<file path="config.mk">
export PLATFORM = sky130hd
export DESIGN_NAME = slink_regs_top
export DESIGN_NICKNAME = d
export VERILOG_FILES = /design/src/slink_reg_pkg.sv /design/src/slink_link_pkg.sv /design/src/slink_apb_front.sv /design/src/slink_field_reg.sv /design/src/slink_app_enable.sv /design/src/slink_nack_status.sv /design/src/slink_regs_top.sv
export SDC_FILE = /design/constraint.sdc
export NUM_CORES = 1
export LEC_CHECK = 0
export BUFFER_PORTS_ARGS = -buffer_cell sky130_fd_sc_hd__clkbuf_2
export CORE_MARGIN = 3
export CORE_UTILIZATION = 45
export DETAILED_ROUTE_END_ITERATION = 6
export GPL_ROUTABILITY_DRIVEN = 0
export PLACE_DENSITY_LB_ADDON = 0.1
export RECOVER_POWER = 25
export SLEW_MARGIN = 20
export SYNTH_ARGS = -nofsm -noshare
export SYNTH_HDL_FRONTEND = slang
export SYNTH_SLANG_ARGS = --single-unit
</file>
<file path="constraint.sdc">
create_clock -name RegClk -period 3.29 [get_ports RegClk]
set_input_delay 0.4935 -clock RegClk [delete_from_list [all_inputs] [get_ports RegClk]]
set_output_delay 0.4935 -clock RegClk [all_outputs]
set_load 0.02 [all_outputs]
</file>
<file path="src/slink_reg_pkg.sv">
// Register map of the serial-link APB block.
// Offsets, field layouts, reset values and the request that the
// APB front end hands to every register block.

package slink_reg_pkg;

  // --------------------------------------------------
  // bus widths
  // --------------------------------------------------
  localparam int REG_ADDR_W = 8;
  localparam int REG_DATA_W = 32;

  typedef logic [REG_ADDR_W-1:0] reg_addr_t;
  typedef logic [REG_DATA_W-1:0] reg_data_t;

  // registered access, wr_en is a one-cycle strobe
  typedef struct packed {
    reg_addr_t addr;
    reg_data_t wdata;
    logic      wr_en;
  } reg_req_t;

  // --------------------------------------------------
  // register offsets
  // --------------------------------------------------
  localparam reg_addr_t OFS_APB_APP_ENABLE   = 8'h00;
  localparam reg_addr_t OFS_AXI_APP_ENABLE   = 8'h04;
  localparam reg_addr_t OFS_INT_APP_ENABLE   = 8'h08;
  localparam reg_addr_t OFS_INTERRUPT_STATUS = 8'h0c;
  localparam reg_addr_t OFS_PSTATE_CONTROL   = 8'h10;
  localparam reg_addr_t OFS_APB_CREDIT_IDS   = 8'h14;
  localparam reg_addr_t OFS_INT_CREDIT_IDS   = 8'h18;
  // 0x1c left unmapped
  localparam reg_addr_t OFS_DEBUG_BUS_CTRL   = 8'h20;
  localparam reg_addr_t OFS_DEBUG_BUS_STATUS = 8'h24;

  // --------------------------------------------------
  // field layouts
  // --------------------------------------------------
  // occupies bits 19:0, tick in the low byte
  typedef struct packed {
    logic       ctrl_enable;
    logic [2:0] pstate_req;
    logic [7:0] inactivity_count;
    logic [7:0] tick_1us;
  } pstate_ctrl_t;

  // cr_id in the low byte
  typedef struct packed {
    logic [7:0] nack_id;
    logic [7:0] ack_id;
    logic [7:0] crack_id;
    logic [7:0] cr_id;
  } credit_ids_t;

  // enable bit left clear here, the top sets it from its parameter
  localparam pstate_ctrl_t PSTATE_RESET = '{
    ctrl_enable: 1'b0, pstate_req: 3'h2, inactivity_count: 8'h05, tick_1us: 8'h27};

  localparam credit_ids_t APB_IDS_RESET = '{
    nack_id: 8'h23, ack_id: 8'h22, crack_id: 8'h21, cr_id: 8'h20};

  localparam credit_ids_t INT_IDS_RESET = '{
    nack_id: 8'h33, ack_id: 8'h32, crack_id: 8'h31, cr_id: 8'h30};

  // write strobe aimed at one offset
  function automatic logic reg_wr_hit(reg_req_t r, reg_addr_t ofs);
    return r.wr_en && (r.addr == ofs);
  endfunction

endpackage

</file>
<file path="src/slink_link_pkg.sv">
// Link-side types of the register block.
// Application enables, nack event flags and the debug bus select.

package slink_link_pkg;

  // number of application layers and their index in vectors
  localparam int NUM_APPS = 3;
  localparam int APP_APB  = 0;
  localparam int APP_AXI  = 1;
  localparam int APP_INT  = 2;

  typedef struct packed {
    logic apb;
    logic axi;
    logic int_app;
  } app_enable_t;

  // bit 0 is the value, bit 1 picks register over external input
  typedef struct packed {
    logic override_sel;
    logic value;
  } enable_reg_t;

  // apb_seen is bit 0
  typedef struct packed {
    logic int_sent;
    logic int_seen;
    logic apb_sent;
    logic apb_seen;
  } nack_flags_t;

  typedef enum logic [1:0] {
    DBG_APB  = 2'd0,
    DBG_AXI  = 2'd1,
    DBG_INT  = 2'd2,
    DBG_RSVD = 2'd3
  } debug_sel_t;

endpackage

</file>
<file path="src/slink_apb_front.sv">
// APB slave front end without wait states.
// Captures address and write data while PSEL is high and turns the
// setup/access sequence into a one-cycle write strobe for the registers.

`timescale 1ns/100ps

module slink_apb_front (
  input  logic                     RegClk,
  input  logic                     RegReset,
  input  logic                     psel,
  input  logic                     penable,
  input  logic                     pwrite,
  input  slink_reg_pkg::reg_addr_t paddr,
  input  slink_reg_pkg::reg_data_t pwdata,
  output slink_reg_pkg::reg_req_t  req
);

  import slink_reg_pkg::*;

  reg_addr_t addr_q;
  reg_data_t wdata_q;
  logic      wr_setup_q;

  // captured address and setup-phase write flag
  always_ff @(posedge RegClk or posedge RegReset) begin
    if (RegReset) begin
      addr_q     <= '0;
      wr_setup_q <= 1'b0;
    end else begin
      if (psel) begin
        addr_q <= paddr;
      end
      wr_setup_q <= psel & pwrite;
    end
  end

  always_ff @(posedge RegClk) begin
    if (psel) begin
      wdata_q <= pwdata;
    end
  end

  // strobe lands in the access cycle and regs update on its closing edge
  assign req = '{addr: addr_q, wdata: wdata_q, wr_en: wr_setup_q & penable};

  // access phase only ever directly follows a setup phase
  a_access_after_setup: assert property (
    @(posedge RegClk) disable iff (RegReset)
    penable |-> psel && $past(psel)
  );

endmodule

</file>
<file path="src/slink_field_reg.sv">
// Generic writable configuration register at a fixed offset.
// Loads the low bits of the write data on a write to its own offset;
// the payload type gives the field layout.

`timescale 1ns/100ps

module slink_field_reg #(
  parameter type                       payload_t   = logic [31:0],
  parameter slink_reg_pkg::reg_addr_t  OFFSET      = '0,
  parameter payload_t                  RESET_VALUE = '0
) (
  input  logic                    RegClk,
  input  logic                    RegReset,
  input  slink_reg_pkg::reg_req_t req,
  output payload_t                value
);

  import slink_reg_pkg::*;

  localparam int PAYLOAD_W = $bits(payload_t);

  logic write_hit;

  assign write_hit = reg_wr_hit(req, OFFSET);

  always_ff @(posedge RegClk or posedge RegReset) begin
    if (RegReset) begin
      value <= RESET_VALUE;
    end else if (write_hit) begin
      // upper word bits beyond the payload are dropped
      value <= payload_t'(req.wdata[PAYLOAD_W-1:0]);
    end
  end

endmodule

</file>
<file path="src/slink_app_enable.sv">
// Application enable registers with per-layer override select.
// Each enable is the register value when overridden, otherwise the
// external input. Also holds the debug select and its status word.

`timescale 1ns/100ps

module slink_app_enable (
  input  logic                            RegClk,
  input  logic                            RegReset,
  input  slink_reg_pkg::reg_req_t         req,
  input  slink_link_pkg::app_enable_t     ext_enable,
  output slink_link_pkg::app_enable_t     enable_muxed,
  output slink_reg_pkg::reg_data_t        debug_status,
  output slink_reg_pkg::reg_data_t [slink_link_pkg::NUM_APPS-1:0] rd_app,
  output slink_reg_pkg::reg_data_t        rd_debug_ctrl
);

  import slink_reg_pkg::*;
  import slink_link_pkg::*;

  localparam reg_addr_t APP_OFS [NUM_APPS] = '{
    OFS_APB_APP_ENABLE, OFS_AXI_APP_ENABLE, OFS_INT_APP_ENABLE};

  enable_reg_t         en_q [NUM_APPS];
  logic [NUM_APPS-1:0] ext_vec;
  logic [NUM_APPS-1:0] muxed_vec;
  debug_sel_t          dbg_sel_q;

  assign ext_vec = {ext_enable.int_app, ext_enable.axi, ext_enable.apb};

  // --------------------------------------------------
  // enable / override registers
  // --------------------------------------------------
  for (genvar i = 0; i < NUM_APPS; i++) begin : g_app
    always_ff @(posedge RegClk or posedge RegReset) begin
      if (RegReset) begin
        en_q[i] <= '0;
      end else if (reg_wr_hit(req, APP_OFS[i])) begin
        en_q[i] <= enable_reg_t'(req.wdata[1:0]);
      end
    end

    // static levels, a plain select is enough
    assign muxed_vec[i] = en_q[i].override_sel ? en_q[i].value : ext_vec[i];
    assign rd_app[i]    = REG_DATA_W'(en_q[i]);
  end

  assign enable_muxed = '{
    apb: muxed_vec[APP_APB], axi: muxed_vec[APP_AXI], int_app: muxed_vec[APP_INT]};

  // --------------------------------------------------
  // debug bus select and status
  // --------------------------------------------------
  always_ff @(posedge RegClk or posedge RegReset) begin
    if (RegReset) begin
      dbg_sel_q <= DBG_APB;
    end else if (reg_wr_hit(req, OFS_DEBUG_BUS_CTRL)) begin
      dbg_sel_q <= debug_sel_t'(req.wdata[1:0]);
    end
  end

  assign rd_debug_ctrl = REG_DATA_W'(dbg_sel_q);

  always_comb begin
    case (dbg_sel_q)
      DBG_APB: debug_status = REG_DATA_W'(muxed_vec[APP_APB]);
      DBG_AXI: debug_status = REG_DATA_W'(muxed_vec[APP_AXI]);
      DBG_INT: debug_status = REG_DATA_W'(muxed_vec[APP_INT]);
      // reserved select reads zero
      default: debug_status = '0;
    endcase
  end

endmodule

</file>
<file path="src/slink_nack_status.sv">
// Interrupt status with four write-one-to-clear nack flags.
// Each nack input passes a reset flop synchronizer and a rising edge of
// the synchronized level sets its flag. SYNC_STAGES must be 2 or more.

`timescale 1ns/100ps

module slink_nack_status #(
  parameter int unsigned SYNC_STAGES = 2
) (
  input  logic                        RegClk,
  input  logic                        RegReset,
  input  slink_reg_pkg::reg_req_t     req,
  input  slink_link_pkg::nack_flags_t nack_in,
  output slink_link_pkg::nack_flags_t flags,
  output slink_reg_pkg::reg_data_t    rd_status
);

  import slink_reg_pkg::*;
  import slink_link_pkg::*;

  localparam int NACK_W = $bits(nack_flags_t);

  logic [NACK_W-1:0] sync_q [SYNC_STAGES];
  logic [NACK_W-1:0] sync_prev_q;
  logic [NACK_W-1:0] rise;
  logic [NACK_W-1:0] clr;
  logic [NACK_W-1:0] flags_q;

  // --------------------------------------------------
  // synchronizer chain and edge detect
  // --------------------------------------------------
  always_ff @(posedge RegClk or posedge RegReset) begin
    if (RegReset) begin
      for (int s = 0; s < SYNC_STAGES; s++) begin
        sync_q[s] <= '0;
      end
      sync_prev_q <= '0;
    end else begin
      sync_q[0] <= nack_in;
      for (int s = 1; s < SYNC_STAGES; s++) begin
        sync_q[s] <= sync_q[s-1];
      end
      sync_prev_q <= sync_q[SYNC_STAGES-1];
    end
  end

  assign rise = sync_q[SYNC_STAGES-1] & ~sync_prev_q;

  // --------------------------------------------------
  // w1c flags
  // --------------------------------------------------
  assign clr = reg_wr_hit(req, OFS_INTERRUPT_STATUS) ? req.wdata[NACK_W-1:0] : '0;

  // clear beats a set landing on the same edge
  always_ff @(posedge RegClk or posedge RegReset) begin
    if (RegReset) begin
      flags_q <= '0;
    end else begin
      flags_q <= (flags_q | rise) & ~clr;
    end
  end

  assign flags     = nack_flags_t'(flags_q);
  assign rd_status = REG_DATA_W'(flags_q);

  // a flag only comes up once its input has crossed the synchronizer
  a_flag_needs_edge: assert property (
    @(posedge RegClk) disable iff (RegReset)
    (flags_q & ~$past(flags_q) & ~$past(nack_in, SYNC_STAGES + 1)) == '0
  );

endmodule

</file>
<file path="src/slink_regs_top.sv">
// Top of the serial-link APB register block.
// Connects the APB front end to the enable, nack status and
// configuration registers, and builds PRDATA and PSLVERR.

`timescale 1ns/100ps

module slink_regs_top #(
  parameter bit          PSTATE_CTRL_ENABLE_RESET = 1'b1,
  parameter int unsigned SYNC_STAGES              = 2
) (
  input  logic                         RegClk,
  input  logic                         RegReset,
  // APB
  input  logic                         PSEL,
  input  logic                         PENABLE,
  input  logic                         PWRITE,
  input  slink_reg_pkg::reg_addr_t     PADDR,
  input  slink_reg_pkg::reg_data_t     PWDATA,
  output slink_reg_pkg::reg_data_t     PRDATA,
  output logic                         PREADY,
  output logic                         PSLVERR,
  // application enables
  input  slink_link_pkg::app_enable_t  ext_enable,
  output slink_link_pkg::app_enable_t  enable_muxed,
  // nack events
  input  slink_link_pkg::nack_flags_t  nack_in,
  output slink_link_pkg::nack_flags_t  nack_flags,
  // configuration
  output slink_reg_pkg::pstate_ctrl_t  pstate_ctrl,
  output slink_reg_pkg::credit_ids_t   apb_credit_ids,
  output slink_reg_pkg::credit_ids_t   int_credit_ids,
  // debug bus
  output slink_reg_pkg::reg_data_t     debug_status
);

  import slink_reg_pkg::*;
  import slink_link_pkg::*;

  localparam pstate_ctrl_t PSTATE_RESET_VAL = '{
    ctrl_enable:      PSTATE_CTRL_ENABLE_RESET,
    pstate_req:       PSTATE_RESET.pstate_req,
    inactivity_count: PSTATE_RESET.inactivity_count,
    tick_1us:         PSTATE_RESET.tick_1us};

  reg_req_t                 req;
  reg_data_t [NUM_APPS-1:0] rd_app;
  reg_data_t                rd_debug_ctrl;
  reg_data_t                rd_status;

  // no wait states
  assign PREADY = 1'b1;

  slink_apb_front u_apb_front (
    .RegClk   (RegClk),
    .RegReset (RegReset),
    .psel     (PSEL),
    .penable  (PENABLE),
    .pwrite   (PWRITE),
    .paddr    (PADDR),
    .pwdata   (PWDATA),
    .req      (req)
  );

  slink_app_enable u_app_enable (
    .RegClk        (RegClk),
    .RegReset      (RegReset),
    .req           (req),
    .ext_enable    (ext_enable),
    .enable_muxed  (enable_muxed),
    .debug_status  (debug_status),
    .rd_app        (rd_app),
    .rd_debug_ctrl (rd_debug_ctrl)
  );

  slink_nack_status #(
    .SYNC_STAGES (SYNC_STAGES)
  ) u_nack_status (
    .RegClk    (RegClk),
    .RegReset  (RegReset),
    .req       (req),
    .nack_in   (nack_in),
    .flags     (nack_flags),
    .rd_status (rd_status)
  );

  // --------------------------------------------------
  // configuration registers
  // --------------------------------------------------
  slink_field_reg #(
    .payload_t   (pstate_ctrl_t),
    .OFFSET      (OFS_PSTATE_CONTROL),
    .RESET_VALUE (PSTATE_RESET_VAL)
  ) u_pstate_ctrl (
    .RegClk   (RegClk),
    .RegReset (RegReset),
    .req      (req),
    .value    (pstate_ctrl)
  );

  slink_field_reg #(
    .payload_t   (credit_ids_t),
    .OFFSET      (OFS_APB_CREDIT_IDS),
    .RESET_VALUE (APB_IDS_RESET)
  ) u_apb_credit_ids (
    .RegClk   (RegClk),
    .RegReset (RegReset),
    .req      (req),
    .value    (apb_credit_ids)
  );

  slink_field_reg #(
    .payload_t   (credit_ids_t),
    .OFFSET      (OFS_INT_CREDIT_IDS),
    .RESET_VALUE (INT_IDS_RESET)
  ) u_int_credit_ids (
    .RegClk   (RegClk),
    .RegReset (RegReset),
    .req      (req),
    .value    (int_credit_ids)
  );

  // --------------------------------------------------
  // read mux and error decode
  // --------------------------------------------------
  // address is held from setup, so both are stable through access
  always_comb begin
    PRDATA  = '0;
    PSLVERR = 1'b0;
    case (req.addr)
      OFS_APB_APP_ENABLE:   PRDATA = rd_app[APP_APB];
      OFS_AXI_APP_ENABLE:   PRDATA = rd_app[APP_AXI];
      OFS_INT_APP_ENABLE:   PRDATA = rd_app[APP_INT];
      OFS_INTERRUPT_STATUS: PRDATA = rd_status;
      OFS_PSTATE_CONTROL:   PRDATA = REG_DATA_W'(pstate_ctrl);
      OFS_APB_CREDIT_IDS:   PRDATA = REG_DATA_W'(apb_credit_ids);
      OFS_INT_CREDIT_IDS:   PRDATA = REG_DATA_W'(int_credit_ids);
      OFS_DEBUG_BUS_CTRL:   PRDATA = rd_debug_ctrl;
      OFS_DEBUG_BUS_STATUS: PRDATA = debug_status;
      default:              PSLVERR = 1'b1;
    endcase
  end

  // every access finishes in its first access cycle
  a_no_wait_state: assert property (
    @(posedge RegClk) disable iff (RegReset)
    PENABLE |-> PREADY ##1 !PENABLE
  );

endmodule

</file>
# [Word-level counts from Yosys, hierarchy flattened]
# Cells that the tools add are included.
[totals] in_bits=52 reg_bits=149
[classes] n_bitwise=7 n_eq_ne=10 n_reduce_logical=11 mux=7
[ops] op="32-bit one-hot mux with 9 select lines" n=1
[ops] op="8-bit by 5-bit equality test with 1-bit output (second input constant)" n=3
[ops] op="8-bit by 4-bit equality test with 1-bit output (second input constant)" n=2
[ops] op="8-bit by 6-bit equality test with 1-bit output (second input constant)" n=2
[ops] op="9-bit OR reduction" n=1
[ops] op="4-bit bitwise AND" n=2
[ops] op="8-bit by 3-bit equality test with 1-bit output (second input constant)" n=1
[ops] op="1-bit logical AND" n=8
[ops] op="8-bit logical NOT" n=1
[ops] op="4-bit NOT" n=2
[ops] op="1-bit 2-to-1 mux" n=4
[ops] op="4-bit 2-to-1 mux" n=1
[ops] op="4-bit bitwise OR" n=1
[ops] op="1-bit one-hot mux with 3 select lines" n=1
[ops] op="1-bit bitwise AND" n=2
[ops] op="2-bit by 1-bit equality test with 1-bit output (second input constant)" n=1
[ops] op="2-bit equality test (second input constant)" n=1
[ops] op="2-bit logical NOT" n=1

# [Logic depth before layout (Yosys ltp)]
[depth] depth_word=5 depth_mapped=6

# [Hierarchy]
# From an unflattened synthesis, not the netlist that was laid out.
[hier_totals] cells_unflattened=799 area_unflattened_um2=9593.0
[by_module_without_submodules] module="slink_regs_top" cells_each=310 area_each_um2=2378.5 instances=1
[by_module_without_submodules] module="slink_app_enable" cells_each=183 area_each_um2=1565.3 instances=1
[by_module_without_submodules] module="slink_field_reg at u_int_credit_ids" cells_each=71 area_each_um2=1358.8 instances=1
[by_module_without_submodules] module="slink_field_reg at u_apb_credit_ids" cells_each=71 area_each_um2=1353.8 instances=1
[by_module_without_submodules] module="slink_apb_front" cells_each=53 area_each_um2=1335.0 instances=1
[by_module_without_submodules] module="slink_field_reg at u_pstate_ctrl" cells_each=46 area_each_um2=865.8 instances=1
[by_module_without_submodules] module="slink_nack_status" cells_each=65 area_each_um2=735.7 instances=1

# [Least setup slack after synthesis]
# OpenSTA, ideal clock, no wires.
[synth_path] path_kind="reg2out" start="register u_apb_front.addr_q[0]" end="output port PRDATA[11]" arrival_ps=1718 path_buffers=1 path_stages_with_launch=6 slack_ps=1078 path_cell_list="dfrtp_1 -> nor4b_4 -> nor3b_4 -> buf_4 -> a22oi_1 -> nand2_1"
[synth_via] elab_chain_cells=2
[synth_rtl] element="start: declaration" line="slink_apb_front.sv:20" text="reg_addr_t addr_q;"
[synth_rtl] element="start signal: assignment" line="slink_apb_front.sv:31" text="addr_q <= paddr;"
[synth_rtl] element="8-bit by 6-bit equality test with 1-bit output (tied with other cells)" line="slink_regs_top.sv:129" text="case (req.addr)"
[synth_rtl] element="32-bit one-hot mux with 9 select lines (*)" line="slink_regs_top.sv:129"
[synth_rtl] element="end: declaration" line="slink_regs_top.sv:19" text="output slink_reg_pkg::reg_data_t PRDATA,"
# Mark *: on every way between the ends. The rest lies on a longest branch, timed or not.

# [Worst setup path in the final report]
[layout_path] start="register u_apb_front.addr_q[4]" end="output port PRDATA[2]"
# The elaborated chain is that of the path after synthesis.

==> summary.md <==
| Metric | Value |
|---|---|
| GR Overflow Total | 0 |
| Final worst setup slack | 186.3 ps |
| WL/cell | 17.93 microns |
| Crit. Startpoint | u_apb_front.addr_q[4] |
| Clock skew | 5.257 ps |
| Setup Viol. Count Final | 0 |
| Max_cap viols | 2 |
| Vias/cell | 5.145 |
| Longest Clk Path Bufs | 2 |
| Critical R2R Launch | u_apb_front.addr_q[4] |
| # IOs | 209 |
| Worst skew pair latency | 410 ps |
| Area after DPL | 7308 sq um |
| CTS sink cnt | 149 |
| Critical path depth in cells | 5 |
| Setup crit start kind | flip-flop |
| Post-route ant nets | 0 |
| Pre-Repair DR Iteration Count | 4 |
| Leading area contributor after synthesis | dfrtp_1 |
| Layout cells sized above 1 | 53.13% |
| Synth top area share | 35.17% |
| Maximum vdd drop | 347.1 uV |
| CTS Hold Bufs | 0 |
| Max FO, Critical Path | 17 |
| CTS tree | done |
| Tcrit/Tclk final | 94.34% |
| Initial antenna violation count | 0 |
| Post-synth EDFFs | 32 |
| CP bufs+invs | 1 |
| Reg-to-reg endpoint | u_int_credit_ids.value[1] |
| Status | finished, violations left |
| Synth cell count leaders | 97 x mux2_2, 89 x dfrtp_1, 41 x nand2_1, 35 x buf_4, 32 x edfxtp_1 |
| Failing checks | capacitance limit, slew limit |
| Placed cells | 784 |
| Setup TNS | 0 ps |
| Layout area overhead | 23.73% |
| Yosys cell types | 43 |
| CP max stage delay | 700 ps |
| CORE AREA | 13,510 sq um |
| DR iter-0 viols | 215 |
| DRT Wirelength | 14.63 mm |
| Die Y | 124.6 microns |
| First-pass GRT wire length | 23.87 mm |
| CP max-delay cell | or4b_2 |
| Min-delay worst type | input pin to flip-flop |
| Gr usage total | 19.55% |
| Cts bufs inserted | 17 |
| Async set-reset flop share out of synthesis | 78.52% |
| Synth warnings | 0 |
| Arrival @ worst endpoint | 2610 ps |
| Buffers on Ports | 176 |
| Fmax | 322.2 MHz |
| Detailed placement HPWL | 10.12 mm |
| Max-slew violations | 119 |
| GR Util met2 | 32.19% |
| Synth area leaders | dfrtp_1 35%, mux2_2 17%, edfxtp_1 15% |
| Die width | 124.6 microns |
| R2R Setup Slk | 910 ps |
| Resized cells post-CTS | 0 |
| Largest net degree at the start of global routing | 76 |
| Cell with the most instances after synthesis | mux2_2 |
| Cells on worst reg2reg path | 4 |
| DIE AREA | 15,530 sq um |
| Mapped Area | 6332 sq um |
| Met3 GRT Util | 6.690% |
| Slew margin rel. | -48.85% |
| Pwr/cell area | 525.3 nW/um^2 |
| Avg Cell Area, Syn | 14.29 sq um |
| Layout Cells excl Fill | 816 |
| Worst-Margin Slew | 2233 ps |
| Worst Setup End Kind | output port |
| CTS root buffer | clkbuf_16 |
| Fin area | 7835 sq um |
| H-tree depth | 4 |
| Main synth FF type | dfrtp_1 |
| Finished Core Util | 58.01% |
| Cells after Synth | 443 |
| Setup crit end | PRDATA[2] |
| Vias | 4,198 |
| CP top delay family | simple AND/OR/NAND/NOR gates |
| Tmin final | 3104 ps |
| Most used routing layer | met2 |
| DP Worst Slack | 590.9 ps |
| Leakage | 3.921 nW |
| ANT cells | 0 |
| Met1 usage | 24.45% |
| Seq/Total Area, Yosys | 61.96% |
| DRC | 0 |
| Worst Path Required | 2800 ps |
| Hold Fails Final Rpt | 0 |
| Starting density of the core | 46.89% |
| Layout Nets | 679 |
| RSZ-0062 raised after global routing | no |
| Number of global-route vias before repair | 4,400 |
| Clock transition at path regs | 60 ps |
| Crit-path cells | or4b_2, nor2_4, a32oi_1, o21ai_0, clkbuf_2 |
| Number of setup buffers added after CTS | 0 |
| WS Path Type | flip-flop to output port |
| Core Rows | 42 |
| Flops & latches, synth | 149 |
power breakdown:
group          total, mW  internal, mW  switching, mW
Sequential          2.06          1.98         0.0759
Clock               1.78          1.10          0.685
Combinational      0.274         0.100          0.174
layer usage:
metal  vias to the layer above  wire, microns
met3                        13           1184
met5                         -              0
met4                         0            159
met1                      2093           6111
met2                       184           7179
li1                       1908              -
through the flow:
step	total power, mW	hold WS [ps]
finish	4.115	191.6
global route	4.278	165.1
CTS	4.161	168.1
detailed placement	2.369	335.8
global placement	2.360	331.7
floorplan	2.277	331.2
worst register-to-register path, delay by kind of cell, from the launching register on:
family / cells / cell delay, ps
simple gates: 3 / 1100
flops: 1 / 610
mux: 1 / 540
layout by cell type (no fill, tap or decap), types with 2 or more instances in the layout:
| master | synthesis | routed |
|---|---|---|
| nor4_1 | 2 | 2 |
| a22o_1 | 12 | 12 |
| nand2_1 | 41 | 41 |
| mux2_1 | 4 | 4 |
| dfstp_2 | 28 | 28 |
| a22oi_1 | 19 | 19 |
| clkbuf_1 | 2 | 14 |
| o2bb2ai_1 | 3 | 3 |
| edfxtp_1 | 32 | 32 |
| o21ai_0 | 7 | 7 |
| a32oi_1 | 2 | 2 |
| dfrtp_1 | 89 | 89 |
| nor3b_1 | 3 | 3 |
| mux2_2 | 97 | 97 |
| nor2_1 | 4 | 4 |
| nor3b_4 | 2 | 2 |
| clkbuf_16 | 0 | 17 |
| clkbuf_8 | 0 | 3 |
| buf_12 | 0 | 2 |
| clkbuf_2 | 0 | 172 |
| conb_1 | 2 | 32 |
| clkinv_2 | 0 | 3 |
| mux2i_1 | 7 | 7 |
| nand2_2 | 2 | 2 |
| nor4b_4 | 2 | 2 |
| inv_1 | 7 | 6 |
| or3_1 | 2 | 2 |
| a21oi_1 | 9 | 9 |
| buf_4 | 35 | 5 |
layout make-up:
cell class                 instances  area [sq um]
clock buffer                      28         496.7
clock inverter                     4         45.04
fill                            1121          5670
inverter                           7         27.53
multi-input combinational        267          2161
sequential                       149          3924
tap                              176         220.2
timing repair buffer             185         960.9
kinds of logic (layout without fill, tap and decap cells):
group	count (synthesis)	in the layout	synth area share [%]
other	2	32	0.1186
muxes	108	108	19.07
DFF	149	149	61.96
AOI/OAI and AO/OA	54	54	6.125
and+or+nand+nor	73	73	7.035
buffers and inverters	57	224	5.691
sequential cells by signal, indices dropped and copies added, names as in the netlist:
| name | cells |
|---|---|
| u_apb_front.wdata_q | 32 |
| u_apb_front.addr_q | 8 |
| u_nack_status.flags | 4 |
| u_int_credit_ids.value | 32 |
| u_app_enable.dbg_sel_q | 2 |
| u_apb_credit_ids.value | 32 |
| u_pstate_ctrl.value | 20 |
| u_nack_status.sync_q | 8 |
| u_app_enable.rd_app | 6 |
| u_apb_front.wr_setup_q | 1 |
| u_nack_status.sync_prev_q | 4 |
worst min path at each step:
stage / slack, ps / startpoint / cells after the start / endpoint
2_1_floorplan: 330 / u_nack_status.sync_q[4] / 0 / u_nack_status.sync_q[0]
3_3_place_gp: 330 / u_nack_status.sync_q[4] / 0 / u_nack_status.sync_q[0]
3_5_place_dp: 340 / u_nack_status.sync_q[4] / 0 / u_nack_status.sync_q[0]
4_1_cts: 170 / nack_in[0] / 1 / u_nack_status.sync_q[4]
5_1_grt: 170 / nack_in[1] / 1 / u_nack_status.sync_q[5]
6_report: 190 / nack_in[0] / 1 / u_nack_status.sync_q[4]
Power figures use the tool's default switching activity.
